**config.mk**
```make
export PLATFORM = sky130hd
export DESIGN_NAME = cpu
export DESIGN_NICKNAME = d
export VERILOG_FILES = /design/src/hdl/core_pkg.sv /design/src/hdl/isa_pkg.sv /design/src/hdl/cpu.sv /design/src/hdl/execute_unit.sv /design/src/hdl/regfile.sv /design/src/hdl/decoder.sv /design/src/hdl/fetch_unit.sv /design/src/hdl/memory_controller.sv
export SDC_FILE = /design/constraint.sdc
export NUM_CORES = 2
export LEC_CHECK = 0
export BUFFER_PORTS_ARGS = -buffer_cell sky130_fd_sc_hd__buf_2
export CAP_MARGIN = 10
export CORE_MARGIN = 5
export CORE_UTILIZATION = 39
export DETAILED_ROUTE_END_ITERATION = 12
export PLACE_DENSITY_LB_ADDON = 0.08
export SLEW_MARGIN = 20
export SYNTH_ARGS = -nofsm -noshare
export SYNTH_HDL_FRONTEND = slang
export SYNTH_SLANG_ARGS = --single-unit
```
**constraint.sdc**
```tcl
create_clock -name clk_in -period 4.4 [get_ports clk_in]
set_input_delay 0.44 -clock clk_in [delete_from_list [all_inputs] [get_ports clk_in]]
set_output_delay 0.44 -clock clk_in [all_outputs]
set_load 0.01 [all_outputs]
```
**src/hdl/core_pkg.sv**
```systemverilog
/* Types internal to the core: register index, ALU operations and the
   byte counter of the memory bus. */
package core_pkg;

    typedef logic [4:0] reg_idx_t;

    typedef enum logic [3:0]
    {
        ALU_ADD,
        ALU_SUB,
        ALU_SLL,
        ALU_SLT,
        ALU_SLTU,
        ALU_XOR,
        ALU_SRL,
        ALU_SRA,
        ALU_OR,
        ALU_AND,
        ALU_PASS_B  // lui
    } alu_op_t;

    localparam int BYTES_PER_WORD = 4;

    // byte position inside a word on the 8-bit bus
    typedef logic [$clog2(BYTES_PER_WORD)-1:0] byte_cnt_t;

endpackage

```
**src/hdl/isa_pkg.sv**
```systemverilog
/* RV32I encoding constants shared by the decoder and the execute stage.
   Only the subset run by this core is listed. */
package isa_pkg;

    typedef logic [31:0] word_t;
    typedef logic [7:0]  byte_t;
    typedef logic [6:0]  opcode_t;
    typedef logic [2:0]  funct3_t;

    // major opcodes
    localparam opcode_t OPC_OP_IMM = 7'b0010011;
    localparam opcode_t OPC_OP     = 7'b0110011;
    localparam opcode_t OPC_LUI    = 7'b0110111;
    localparam opcode_t OPC_STORE  = 7'b0100011;

    // funct3 for OP and OP-IMM
    localparam funct3_t F3_ADD  = 3'b000;  // add, sub, addi
    localparam funct3_t F3_SLL  = 3'b001;
    localparam funct3_t F3_SLT  = 3'b010;
    localparam funct3_t F3_SLTU = 3'b011;
    localparam funct3_t F3_XOR  = 3'b100;
    localparam funct3_t F3_SR   = 3'b101;  // srl, sra and immediate forms
    localparam funct3_t F3_OR   = 3'b110;
    localparam funct3_t F3_AND  = 3'b111;

    // funct3 of a store
    localparam funct3_t F3_SW = 3'b010;

    // instruction bit that turns add into sub and srl into sra
    localparam int FUNCT7_ALT_BIT = 30;

    // a store here stops the core
    localparam word_t STOP_ADDR = 32'h0003_0004;

endpackage
```
**src/hdl/cpu.sv**
```systemverilog
/* Top level of the in-order RV32I core. Connects fetch, decode, execute,
   the register file and the byte-wide memory controller. */
`timescale 1ns/1ps

module cpu #(
    parameter int MEM_ADDR_WIDTH = 18
) (
    input  logic           clk_in,
    input  logic           rst_in,
    input  logic           rdy_in,   // pauses the core when low
    input  isa_pkg::byte_t mem_din,
    output isa_pkg::byte_t mem_dout,
    output isa_pkg::word_t mem_a,
    output logic           mem_wr    // 1 for write
);

    logic                fetch_req;
    logic                fetch_done;
    isa_pkg::word_t      fetch_addr;
    isa_pkg::word_t      fetch_word;
    logic                store_req;
    logic                store_done;
    isa_pkg::word_t      store_addr;
    isa_pkg::word_t      exe_store_data;
    logic                retire;
    logic                halt;
    core_pkg::reg_idx_t  rs1_idx;
    core_pkg::reg_idx_t  rs2_idx;
    isa_pkg::word_t      rs1_val;
    isa_pkg::word_t      rs2_val;
    logic                uop_valid;
    logic                is_store;
    logic                writes_rd;
    core_pkg::reg_idx_t  rd_idx;
    isa_pkg::word_t      operand_a;
    isa_pkg::word_t      operand_b;
    isa_pkg::word_t      uop_store_data;
    core_pkg::alu_op_t   alu_op;
    logic                wr_en;
    core_pkg::reg_idx_t  wr_idx;
    isa_pkg::word_t      wr_val;

    memory_controller #(.MEM_ADDR_WIDTH(MEM_ADDR_WIDTH)) memory_controller_i (
        .clk_in(clk_in), .rst_in(rst_in), .rdy_in(rdy_in),
        .fetch_req(fetch_req), .fetch_addr(fetch_addr),
        .fetch_done(fetch_done), .fetch_word(fetch_word),
        .store_req(store_req), .store_addr(store_addr),
        .store_data(exe_store_data), .store_done(store_done),
        .mem_din(mem_din), .mem_dout(mem_dout), .mem_a(mem_a), .mem_wr(mem_wr)
    );

    fetch_unit #(.MEM_ADDR_WIDTH(MEM_ADDR_WIDTH)) fetch_unit_i (
        .clk_in(clk_in), .rst_in(rst_in), .rdy_in(rdy_in),
        .retire(retire), .store_done(store_done), .halt(halt),
        .fetch_req(fetch_req), .fetch_addr(fetch_addr)
    );

    decoder decoder_i (
        .clk_in(clk_in), .rst_in(rst_in), .rdy_in(rdy_in),
        .fetch_done(fetch_done), .fetch_word(fetch_word),
        .rs1_idx(rs1_idx), .rs2_idx(rs2_idx), .rs1_val(rs1_val), .rs2_val(rs2_val),
        .uop_valid(uop_valid), .is_store(is_store), .writes_rd(writes_rd),
        .rd_idx(rd_idx), .operand_a(operand_a), .operand_b(operand_b),
        .store_data(uop_store_data), .alu_op(alu_op)
    );

    regfile regfile_i (
        .clk_in(clk_in), .rst_in(rst_in), .rdy_in(rdy_in),
        .rs1_idx(rs1_idx), .rs2_idx(rs2_idx), .rs1_val(rs1_val), .rs2_val(rs2_val),
        .wr_en(wr_en), .wr_idx(wr_idx), .wr_val(wr_val)
    );

    execute_unit execute_unit_i (
        .clk_in(clk_in), .rst_in(rst_in), .rdy_in(rdy_in),
        .uop_valid(uop_valid), .is_store(is_store), .writes_rd(writes_rd),
        .rd_idx(rd_idx), .operand_a(operand_a), .operand_b(operand_b),
        .store_data(uop_store_data), .alu_op(alu_op), .store_done(store_done),
        .retire(retire), .wr_en(wr_en), .wr_idx(wr_idx), .wr_val(wr_val),
        .store_req(store_req), .store_addr(store_addr),
        .store_data_out(exe_store_data), .halt(halt)
    );

endmodule

```
**src/hdl/execute_unit.sv**
```systemverilog
/* ALU and store address generation. Retires a register result one cycle
   after the uop, or holds a store request until the bus has written it. */
`timescale 1ns/1ps

module execute_unit (
    input  logic               clk_in,
    input  logic               rst_in,
    input  logic               rdy_in,
    input  logic               uop_valid,
    input  logic               is_store,
    input  logic               writes_rd,
    input  core_pkg::reg_idx_t rd_idx,
    input  isa_pkg::word_t     operand_a,
    input  isa_pkg::word_t     operand_b,
    input  isa_pkg::word_t     store_data,
    input  core_pkg::alu_op_t  alu_op,
    input  logic               store_done,
    output logic               retire,
    output logic               wr_en,
    output core_pkg::reg_idx_t wr_idx,
    output isa_pkg::word_t     wr_val,
    output logic               store_req,
    output isa_pkg::word_t     store_addr,
    output isa_pkg::word_t     store_data_out,
    output logic               halt
);

    isa_pkg::word_t result;
    logic [4:0]     shamt;

    assign shamt = operand_b[4:0];

    always_comb
    begin
        result = '0;
        case (alu_op)
            core_pkg::ALU_ADD:    result = operand_a + operand_b;  // also store address
            core_pkg::ALU_SUB:    result = operand_a - operand_b;
            core_pkg::ALU_SLL:    result = operand_a << shamt;
            core_pkg::ALU_SLT:    result = isa_pkg::word_t'($signed(operand_a) < $signed(operand_b));
            core_pkg::ALU_SLTU:   result = isa_pkg::word_t'(operand_a < operand_b);
            core_pkg::ALU_XOR:    result = operand_a ^ operand_b;
            core_pkg::ALU_SRL:    result = operand_a >> shamt;
            core_pkg::ALU_SRA:    result = $signed(operand_a) >>> shamt;
            core_pkg::ALU_OR:     result = operand_a | operand_b;
            core_pkg::ALU_AND:    result = operand_a & operand_b;
            core_pkg::ALU_PASS_B: result = operand_b;
            default:              result = '0;
        endcase
    end

    always_ff @(posedge clk_in)
    begin
        if (rst_in)
        begin
            retire    <= 1'b0;
            wr_en     <= 1'b0;
            store_req <= 1'b0;
            halt      <= 1'b0;
        end
        else if (rdy_in)
        begin
            retire <= uop_valid && !is_store;
            wr_en  <= uop_valid && !is_store && writes_rd;
            if (uop_valid && is_store)
            begin
                store_req <= 1'b1;
                halt      <= result == isa_pkg::STOP_ADDR;
            end
            else if (store_done)
            begin
                store_req <= 1'b0;
                halt      <= 1'b0;
            end
        end
    end

    always_ff @(posedge clk_in)
    begin
        if (rdy_in && uop_valid)
        begin
            wr_idx         <= rd_idx;
            wr_val         <= result;
            store_addr     <= result;
            store_data_out <= store_data;
        end
    end

endmodule

```
**src/hdl/regfile.sv**
```systemverilog
/* 32 x 32-bit integer register file. Two combinational reads, one
   synchronous write; x0 always reads zero. */
`timescale 1ns/1ps

module regfile (
    input  logic               clk_in,
    input  logic               rst_in,
    input  logic               rdy_in,
    input  core_pkg::reg_idx_t rs1_idx,
    input  core_pkg::reg_idx_t rs2_idx,
    output isa_pkg::word_t     rs1_val,
    output isa_pkg::word_t     rs2_val,
    input  logic               wr_en,
    input  core_pkg::reg_idx_t wr_idx,
    input  isa_pkg::word_t     wr_val
);

    isa_pkg::word_t regs_q [32];

    assign rs1_val = regs_q[rs1_idx];
    assign rs2_val = regs_q[rs2_idx];

    always_ff @(posedge clk_in)
    begin
        if (rst_in)
        begin
            for (int i = 0; i < 32; i++)
                regs_q[i] <= '0;
        end
        else if (rdy_in && wr_en && wr_idx != '0)  // x0 stays zero
            regs_q[wr_idx] <= wr_val;
    end

endmodule

```
**src/hdl/decoder.sv**
```systemverilog
/* Decodes a fetched word into ALU operands, destination and store data.
   The uop leaves one cycle after the fetch completes. */
`timescale 1ns/1ps

module decoder (
    input  logic               clk_in,
    input  logic               rst_in,
    input  logic               rdy_in,
    input  logic               fetch_done,
    input  isa_pkg::word_t     fetch_word,
    output core_pkg::reg_idx_t rs1_idx,
    output core_pkg::reg_idx_t rs2_idx,
    input  isa_pkg::word_t     rs1_val,
    input  isa_pkg::word_t     rs2_val,
    output logic               uop_valid,
    output logic               is_store,
    output logic               writes_rd,
    output core_pkg::reg_idx_t rd_idx,
    output isa_pkg::word_t     operand_a,
    output isa_pkg::word_t     operand_b,
    output isa_pkg::word_t     store_data,
    output core_pkg::alu_op_t  alu_op
);

    isa_pkg::opcode_t  opcode;
    isa_pkg::funct3_t  funct3;
    logic              alt;
    isa_pkg::word_t    imm_i;
    isa_pkg::word_t    imm_s;
    isa_pkg::word_t    imm_u;
    isa_pkg::word_t    b_d;
    core_pkg::alu_op_t op_d;
    logic              store_d;
    logic              wr_d;

    function automatic core_pkg::alu_op_t alu_from_funct3(input isa_pkg::funct3_t f3,
                                                          input logic sub_sra);
        case (f3)
            isa_pkg::F3_ADD:  return sub_sra ? core_pkg::ALU_SUB : core_pkg::ALU_ADD;
            isa_pkg::F3_SLL:  return core_pkg::ALU_SLL;
            isa_pkg::F3_SLT:  return core_pkg::ALU_SLT;
            isa_pkg::F3_SLTU: return core_pkg::ALU_SLTU;
            isa_pkg::F3_XOR:  return core_pkg::ALU_XOR;
            isa_pkg::F3_SR:   return sub_sra ? core_pkg::ALU_SRA : core_pkg::ALU_SRL;
            isa_pkg::F3_OR:   return core_pkg::ALU_OR;
            isa_pkg::F3_AND:  return core_pkg::ALU_AND;
            default:          return core_pkg::ALU_ADD;
        endcase
    endfunction

    assign opcode  = fetch_word[6:0];
    assign funct3  = fetch_word[14:12];
    assign alt     = fetch_word[isa_pkg::FUNCT7_ALT_BIT];
    assign rs1_idx = fetch_word[19:15];
    assign rs2_idx = fetch_word[24:20];
    assign imm_i   = {{20{fetch_word[31]}}, fetch_word[31:20]};
    assign imm_s   = {{20{fetch_word[31]}}, fetch_word[31:25], fetch_word[11:7]};
    assign imm_u   = {fetch_word[31:12], 12'b0};

    always_comb
    begin
        b_d     = imm_i;
        op_d    = core_pkg::ALU_ADD;
        store_d = 1'b0;
        wr_d    = 1'b0;
        case (opcode)
            isa_pkg::OPC_OP_IMM:
            begin
                // bit 30 is part of the immediate except for srai
                op_d = alu_from_funct3(funct3, alt && funct3 == isa_pkg::F3_SR);
                wr_d = 1'b1;
            end
            isa_pkg::OPC_OP:
            begin
                b_d  = rs2_val;
                op_d = alu_from_funct3(funct3, alt);
                wr_d = 1'b1;
            end
            isa_pkg::OPC_LUI:
            begin
                b_d  = imm_u;
                op_d = core_pkg::ALU_PASS_B;
                wr_d = 1'b1;
            end
            isa_pkg::OPC_STORE:
            begin
                b_d     = imm_s;
                store_d = funct3 == isa_pkg::F3_SW;  // narrower stores retire as no-ops
            end
            default: ;
        endcase
    end

    always_ff @(posedge clk_in)
    begin
        if (rst_in)
            uop_valid <= 1'b0;
        else if (rdy_in)
            uop_valid <= fetch_done;
    end

    always_ff @(posedge clk_in)
    begin
        if (rdy_in && fetch_done)
        begin
            rd_idx     <= fetch_word[11:7];
            operand_a  <= rs1_val;
            operand_b  <= b_d;
            store_data <= rs2_val;
            alu_op     <= op_d;
            is_store   <= store_d;
            writes_rd  <= wr_d;
        end
    end

endmodule

```
**src/hdl/fetch_unit.sv**
```systemverilog
/* Program counter and fetch sequencing. One fetch is issued after reset
   and one after each retired instruction, until a stop store. */
`timescale 1ns/1ps

module fetch_unit #(
    parameter int MEM_ADDR_WIDTH = 18
) (
    input  logic           clk_in,
    input  logic           rst_in,
    input  logic           rdy_in,
    input  logic           retire,
    input  logic           store_done,
    input  logic           halt,
    output logic           fetch_req,
    output isa_pkg::word_t fetch_addr
);

    localparam isa_pkg::word_t PC_MASK = (isa_pkg::word_t'(1) << MEM_ADDR_WIDTH) - 1;

    isa_pkg::word_t pc_q;
    logic           halted_q;
    logic           req_q;

    assign fetch_req  = req_q;
    assign fetch_addr = pc_q;

    always_ff @(posedge clk_in)
    begin
        if (rst_in)
        begin
            pc_q     <= '0;
            halted_q <= 1'b0;
            req_q    <= 1'b1;
        end
        else if (rdy_in)
        begin
            if (halt)
                halted_q <= 1'b1;
            if (retire || store_done)
            begin
                req_q <= 1'b0;  // one low cycle rearms the controller
                pc_q  <= (pc_q + isa_pkg::word_t'(core_pkg::BYTES_PER_WORD)) & PC_MASK;
            end
            else if (!halted_q && !halt)
                req_q <= 1'b1;
        end
    end

endmodule

```
**src/hdl/memory_controller.sv**
```systemverilog
/* Turns one word fetch or word store into four byte transfers on the
   memory bus, little-endian. Stores win over fetches. */
`timescale 1ns/1ps

module memory_controller #(
    parameter int MEM_ADDR_WIDTH = 18
) (
    input  logic           clk_in,
    input  logic           rst_in,
    input  logic           rdy_in,
    input  logic           fetch_req,
    input  isa_pkg::word_t fetch_addr,
    output logic           fetch_done,
    output isa_pkg::word_t fetch_word,
    input  logic           store_req,
    input  isa_pkg::word_t store_addr,
    input  isa_pkg::word_t store_data,
    output logic           store_done,
    input  isa_pkg::byte_t mem_din,
    output isa_pkg::byte_t mem_dout,
    output isa_pkg::word_t mem_a,
    output logic           mem_wr
);

    typedef enum logic [1:0] {ST_IDLE, ST_READ, ST_WRITE} state_t;

    localparam isa_pkg::word_t ADDR_MASK = (isa_pkg::word_t'(1) << MEM_ADDR_WIDTH) - 1;

    state_t              state_q;
    core_pkg::byte_cnt_t cnt_q;
    logic                pend_q;    // a read address is waiting for its data
    logic                served_q;  // current fetch already answered
    logic                fetch_done_q;
    logic                store_done_q;
    isa_pkg::word_t      base_q;
    isa_pkg::word_t      data_q;
    isa_pkg::word_t      byte_addr;
    logic                last_byte;
    logic                start_wr;
    logic                start_rd;

    assign last_byte = cnt_q == core_pkg::byte_cnt_t'(core_pkg::BYTES_PER_WORD - 1);
    assign start_wr  = (state_q == ST_IDLE) && store_req && !store_done_q;
    assign start_rd  = (state_q == ST_IDLE) && fetch_req && !served_q && !start_wr;

    // during a stall the pending byte is requested again, its data would be lost
    assign byte_addr = base_q + isa_pkg::word_t'(cnt_q) + isa_pkg::word_t'(rdy_in & pend_q);
    assign mem_a     = byte_addr & ADDR_MASK;
    assign mem_wr    = (state_q == ST_WRITE) && rdy_in;
    assign mem_dout  = isa_pkg::byte_t'(data_q >> {cnt_q, 3'b000});

    assign fetch_done = fetch_done_q;
    assign fetch_word = data_q;
    assign store_done = store_done_q;

    always_ff @(posedge clk_in)
    begin
        if (rst_in)
        begin
            state_q      <= ST_IDLE;
            cnt_q        <= '0;
            pend_q       <= 1'b0;
            served_q     <= 1'b0;
            fetch_done_q <= 1'b0;
            store_done_q <= 1'b0;
        end
        else if (rdy_in)
        begin
            fetch_done_q <= 1'b0;
            store_done_q <= 1'b0;
            if (!fetch_req)
                served_q <= 1'b0;
            case (state_q)
                ST_IDLE:
                begin
                    cnt_q <= '0;
                    if (start_wr)
                        state_q <= ST_WRITE;
                    else if (start_rd)
                        state_q <= ST_READ;
                end
                ST_READ:
                begin
                    pend_q <= 1'b1;
                    if (pend_q)
                    begin
                        cnt_q <= cnt_q + 1'b1;
                        if (last_byte)
                        begin
                            state_q      <= ST_IDLE;
                            pend_q       <= 1'b0;
                            served_q     <= 1'b1;
                            fetch_done_q <= 1'b1;
                        end
                    end
                end
                ST_WRITE:
                begin
                    cnt_q <= cnt_q + 1'b1;
                    if (last_byte)
                    begin
                        state_q      <= ST_IDLE;
                        store_done_q <= 1'b1;
                    end
                end
                default: state_q <= ST_IDLE;
            endcase
        end
    end

    always_ff @(posedge clk_in)
    begin
        if (rdy_in)
        begin
            if (start_wr)
            begin
                base_q <= store_addr;
                data_q <= store_data;
            end
            else if (start_rd)
                base_q <= fetch_addr;
            else if (state_q == ST_READ && pend_q)
                data_q[{cnt_q, 3'b000} +: 8] <= mem_din;  // little-endian assembly
        end
    end

endmodule

```
==> metrics.csv <==
metric,value,unit
CTS Buffer Depth,3,
Leak,31.65,nW
Post-Synth XOR/XNOR Area,0.004924,
die area,0.2004,mm²
maximum vdd drop,0.0003077,V
RR Startpoint,decoder_i.alu_op[2],
DRT antenna net count,0,
Compound-Gate Fraction of Synth Area,0.06106,
CP Capture Type,flip-flop,
# DRC,0,
first-pass GRT wire length,429300,µm
Logic pwr share,0.041,
# IOs,52,
hpwl dp,210100,µm
YS warnings,0,
Post-synth ARST share,0,
Pins Over Slew Limit,0,
Seq pwr share,0.502,
Seq cells post-synth,1286,
Simple-Gate Fraction of Synth Area,0.1330,
vias in the first global route,50940,
Routed Wire Length,313200,µm
status,"finished, violations left",
Nets,5785,
Yosys cell types,90,
syn_area_per_cell,13.98,µm²
Slew @ Worst Pin,1.194,ns
multiplexer share of the synthesized area,0.2354,
CTS Buf Count,152,
largest family of logic cells by synthesized area,multiplexers,
worst hold stages,3,
GRT Util Overall,0.3109,
RD Place Congestion,1.026,
Mapped Area,0.07471,mm²
CTS tree,done,
number of H-tree levels,4,
Die Ht,447.7,µm
reg2reg setup slack,-0.16,ns
I/O Buffers,37,
CTS root buf,clkbuf_16,
clock sink total,1286,
worst min path class,in -> reg,
Synth top area share,0.5024,
# rows,160,
core area,0.1904,mm²
"Top FF cell, synth",edfxtp_1,
Clock Skew,0.02903,ns
failing checks,setup timing,
cell type with the largest total area after synthesis,edfxtp_1,
fraction of layout cells with a size suffix above 1,0.3120,
crit share post-route,1.037,
internal power,21.50,mW
initial core utilization,0.3924,
initial antenna violation count,39,
clock slew at reported path FFs,0.06,ns
drt via density,6.272,
Synth area leaders,"edfxtp_1 (50%), mux4_2 (21%), and2_1 (8.5%)",
# fillers,16910,
critical path startpoint category,flip-flop,
Reg2Reg Depth,14,
Chip Width,447.7,µm
Clk pwr share,0.456,
total gr overflow,0,
Max-slew headroom,0.2024,
Pre-antenna DRT Iters,5,
Worst-Skew Late Latency,0.81,ns
Adder-Cell Fraction of Synth Area,0.01899,
fin util,0.4576,
RSZ-0062 raised after global routing,true,
DRT iter0 DRCs,7095,
Post-Synthesis Cells,5345,
Hold EP,memory_controller_i.store_done,
Non-Filler Instances,8309,
Hold Crit Start,rdy_in,
crit path kind,reg -> reg,
register area share after synthesis,0.5121,
Via Count,52110,
reg2reg end,execute_unit_i.halt,
"worst slack, placed",-0.2311,ns
"EDFF count, synth",1250,
Psw,6.188,mW
Maximum Capacitance Violations,0,
Sw Share,0.2235,
fmax,219.2,MHz
Pwr per Cell Area,317.8,mW/mm²
Critical Path RT,5.11,ns
critical path peak fanout,22,
largest net degree at the start of global routing,62,
Routed WL per cell,37.70,µm
post-route setup slack,-0.1620,ns
endpoints failing hold,0,
Tmin final,4.562,ns
Layout area overhead,16.61,%
critical path arrival,5.27,ns
placed cells,8011,
Final setup viols,1,
how the worst max path moves through the flow:
stage / from / end / slack, ns / cells after the start
final: decoder_i.alu_op[2] / execute_unit_i.halt / -0.16 / 14
after global routing: decoder_i.operand_b[0] / execute_unit_i.halt / -0.18 / 15
after CTS: decoder_i.operand_b[0] / execute_unit_i.halt / 0.005 / 13
after detailed placement: decoder_i.operand_b[0] / execute_unit_i.halt / -0.23 / 15
after global placement: decoder_i.operand_b[21] / execute_unit_i.halt / -0.54 / 14
after floorplan: decoder_i.operand_b[3] / execute_unit_i.halt / 0.009 / 18
per-stage QoR:
step	hold WS, ns	cell area [µm²]	total power, mW	setup TNS [ns]
after floorplan	0.4003	74880	14.71	0
after global placement	0.4006	81840	15.28	-0.5435
after detailed placement	0.4045	81910	15.30	-0.2311
after CTS	0.002642	86860	27.89	0
after global routing	0.04729	87080	28.45	-0.2479
final	0.06935	87110	27.69	-0.1620
power groups by stage:
stage | Clock [mW] | Combinational [mW] | Sequential, mW
floorplan | 0 | 0.618 | 14.1
CTS | 12.8 | 1.15 | 13.9
detailed placement | 0 | 1.14 | 14.2
finish | 12.6 | 1.15 | 13.9
global placement | 0 | 1.14 | 14.1
global route | 13.3 | 1.17 | 13.9
synth_stat cells (all sizes together) (21+ instances only):
cell type  instances
a211oi            28
a21o              21
a21oi            119
a221o             34
a22o              47
a22oi             25
a31oi             25
and2            1016
buf              131
clkbuf           394
dfxtp             36
edfxtp          1250
ha               107
inv              121
mux2             119
mux2i             58
mux4             695
nand2            168
nand3             63
nand4             23
nor2             216
nor2b             30
nor3              55
nor4              24
o211ai            33
o21ai            108
o22ai             23
o31ai             24
or2               40
xnor2             21
xor2              21
placed cells by master (no fill, tap or decap), drive strengths merged, types with 67 or more instances in the layout:
master / synthesis / routed
a21oi: 119 / 119
buf: 131 / 641
nor2: 216 / 216
and2: 1016 / 1016
clkbuf: 394 / 187
o21ai: 108 / 108
edfxtp: 1250 / 1250
inv: 121 / 125
ha: 107 / 107
mux2: 119 / 119
nand2: 168 / 168
mux4: 695 / 695
clkinv: 1 / 67
metal layers:
layer | GRT usage | up-vias | share of wire
li1 | - | 21370 | -
met1 | 0.4394 | 27440 | 0.42
met2 | 0.4763 | 2785 | 0.45
met3 | 0.05550 | 518 | 0.085
met4 | 0.1285 | 2 | 0.049
met5 | 0 | - | 0.000042
critical path, stage by stage (launching register included):
cell	delay [ns]
edfxtp_1	0.63
buf_12	0.27
and3b_1	0.19
nand4_1	0.32
buf_4	0.22
o21ai_0	0.08
a21oi_1	0.35
o21ai_0	0.21
a2111oi_2	0.66
buf_4	0.22
nand4_1	0.11
nor2_1	0.12
or4bb_1	0.43
or4b_1	0.48
o21ai_1	0.16
flip-flops by register name, summed over array words and instances (netlist names), 2 cells and up, named ones only:
register	count
decoder_i.alu_op	4
execute_unit_i.wr_val	32
memory_controller_i.cnt_q	2
memory_controller_i.state_q	2
fetch_unit_i.fetch_addr	16
memory_controller_i.base_q	18
memory_controller_i.fetch_word	32
execute_unit_i.wr_idx	5
decoder_i.rd_idx	5
decoder_i.operand_a	32
execute_unit_i.store_data_out	32
decoder_i.store_data	32
regfile_i.regs_q	1024
decoder_i.operand_b	32
layout make-up:
| class | count | area (µm²) | area share |
|---|---|---|---|
| Timing Repair Buffer | 644 | 5828 | 0.06690 |
| Sequential cell | 1286 | 38270 | 0.4393 |
| Multi-Input combinational cell | 3457 | 34510 | 0.3962 |
| Clock inverter | 87 | 814.5 | 0.009350 |
| Inverter | 122 | 457.9 | 0.005257 |
| Tap cell | 2511 | 3142 | 0.03607 |
| Antenna cell | 16 | 40.04 | 0.0004596 |
| Clock buffer | 186 | 4048 | 0.04646 |
timing repair:
item / in CTS / in global routing
hold endpoints to repair: 8 / 0
hold buffers: 2 / 0
pin swaps: 3 / 13
gates cloned: 0 / 1
gates resized for setup: 13 / 27
buffers inserted: 0 / 3
setup endpoints to repair: 1 / 2
cells by family after synthesis:
group / count (synthesis)
simple gates: 1743
flops: 1286
mux: 872
buf+inv: 647
compound gates: 643
fa+ha+maj: 111
xor+xnor: 42
other cells: 1
(Power assumes the default switching activity.)
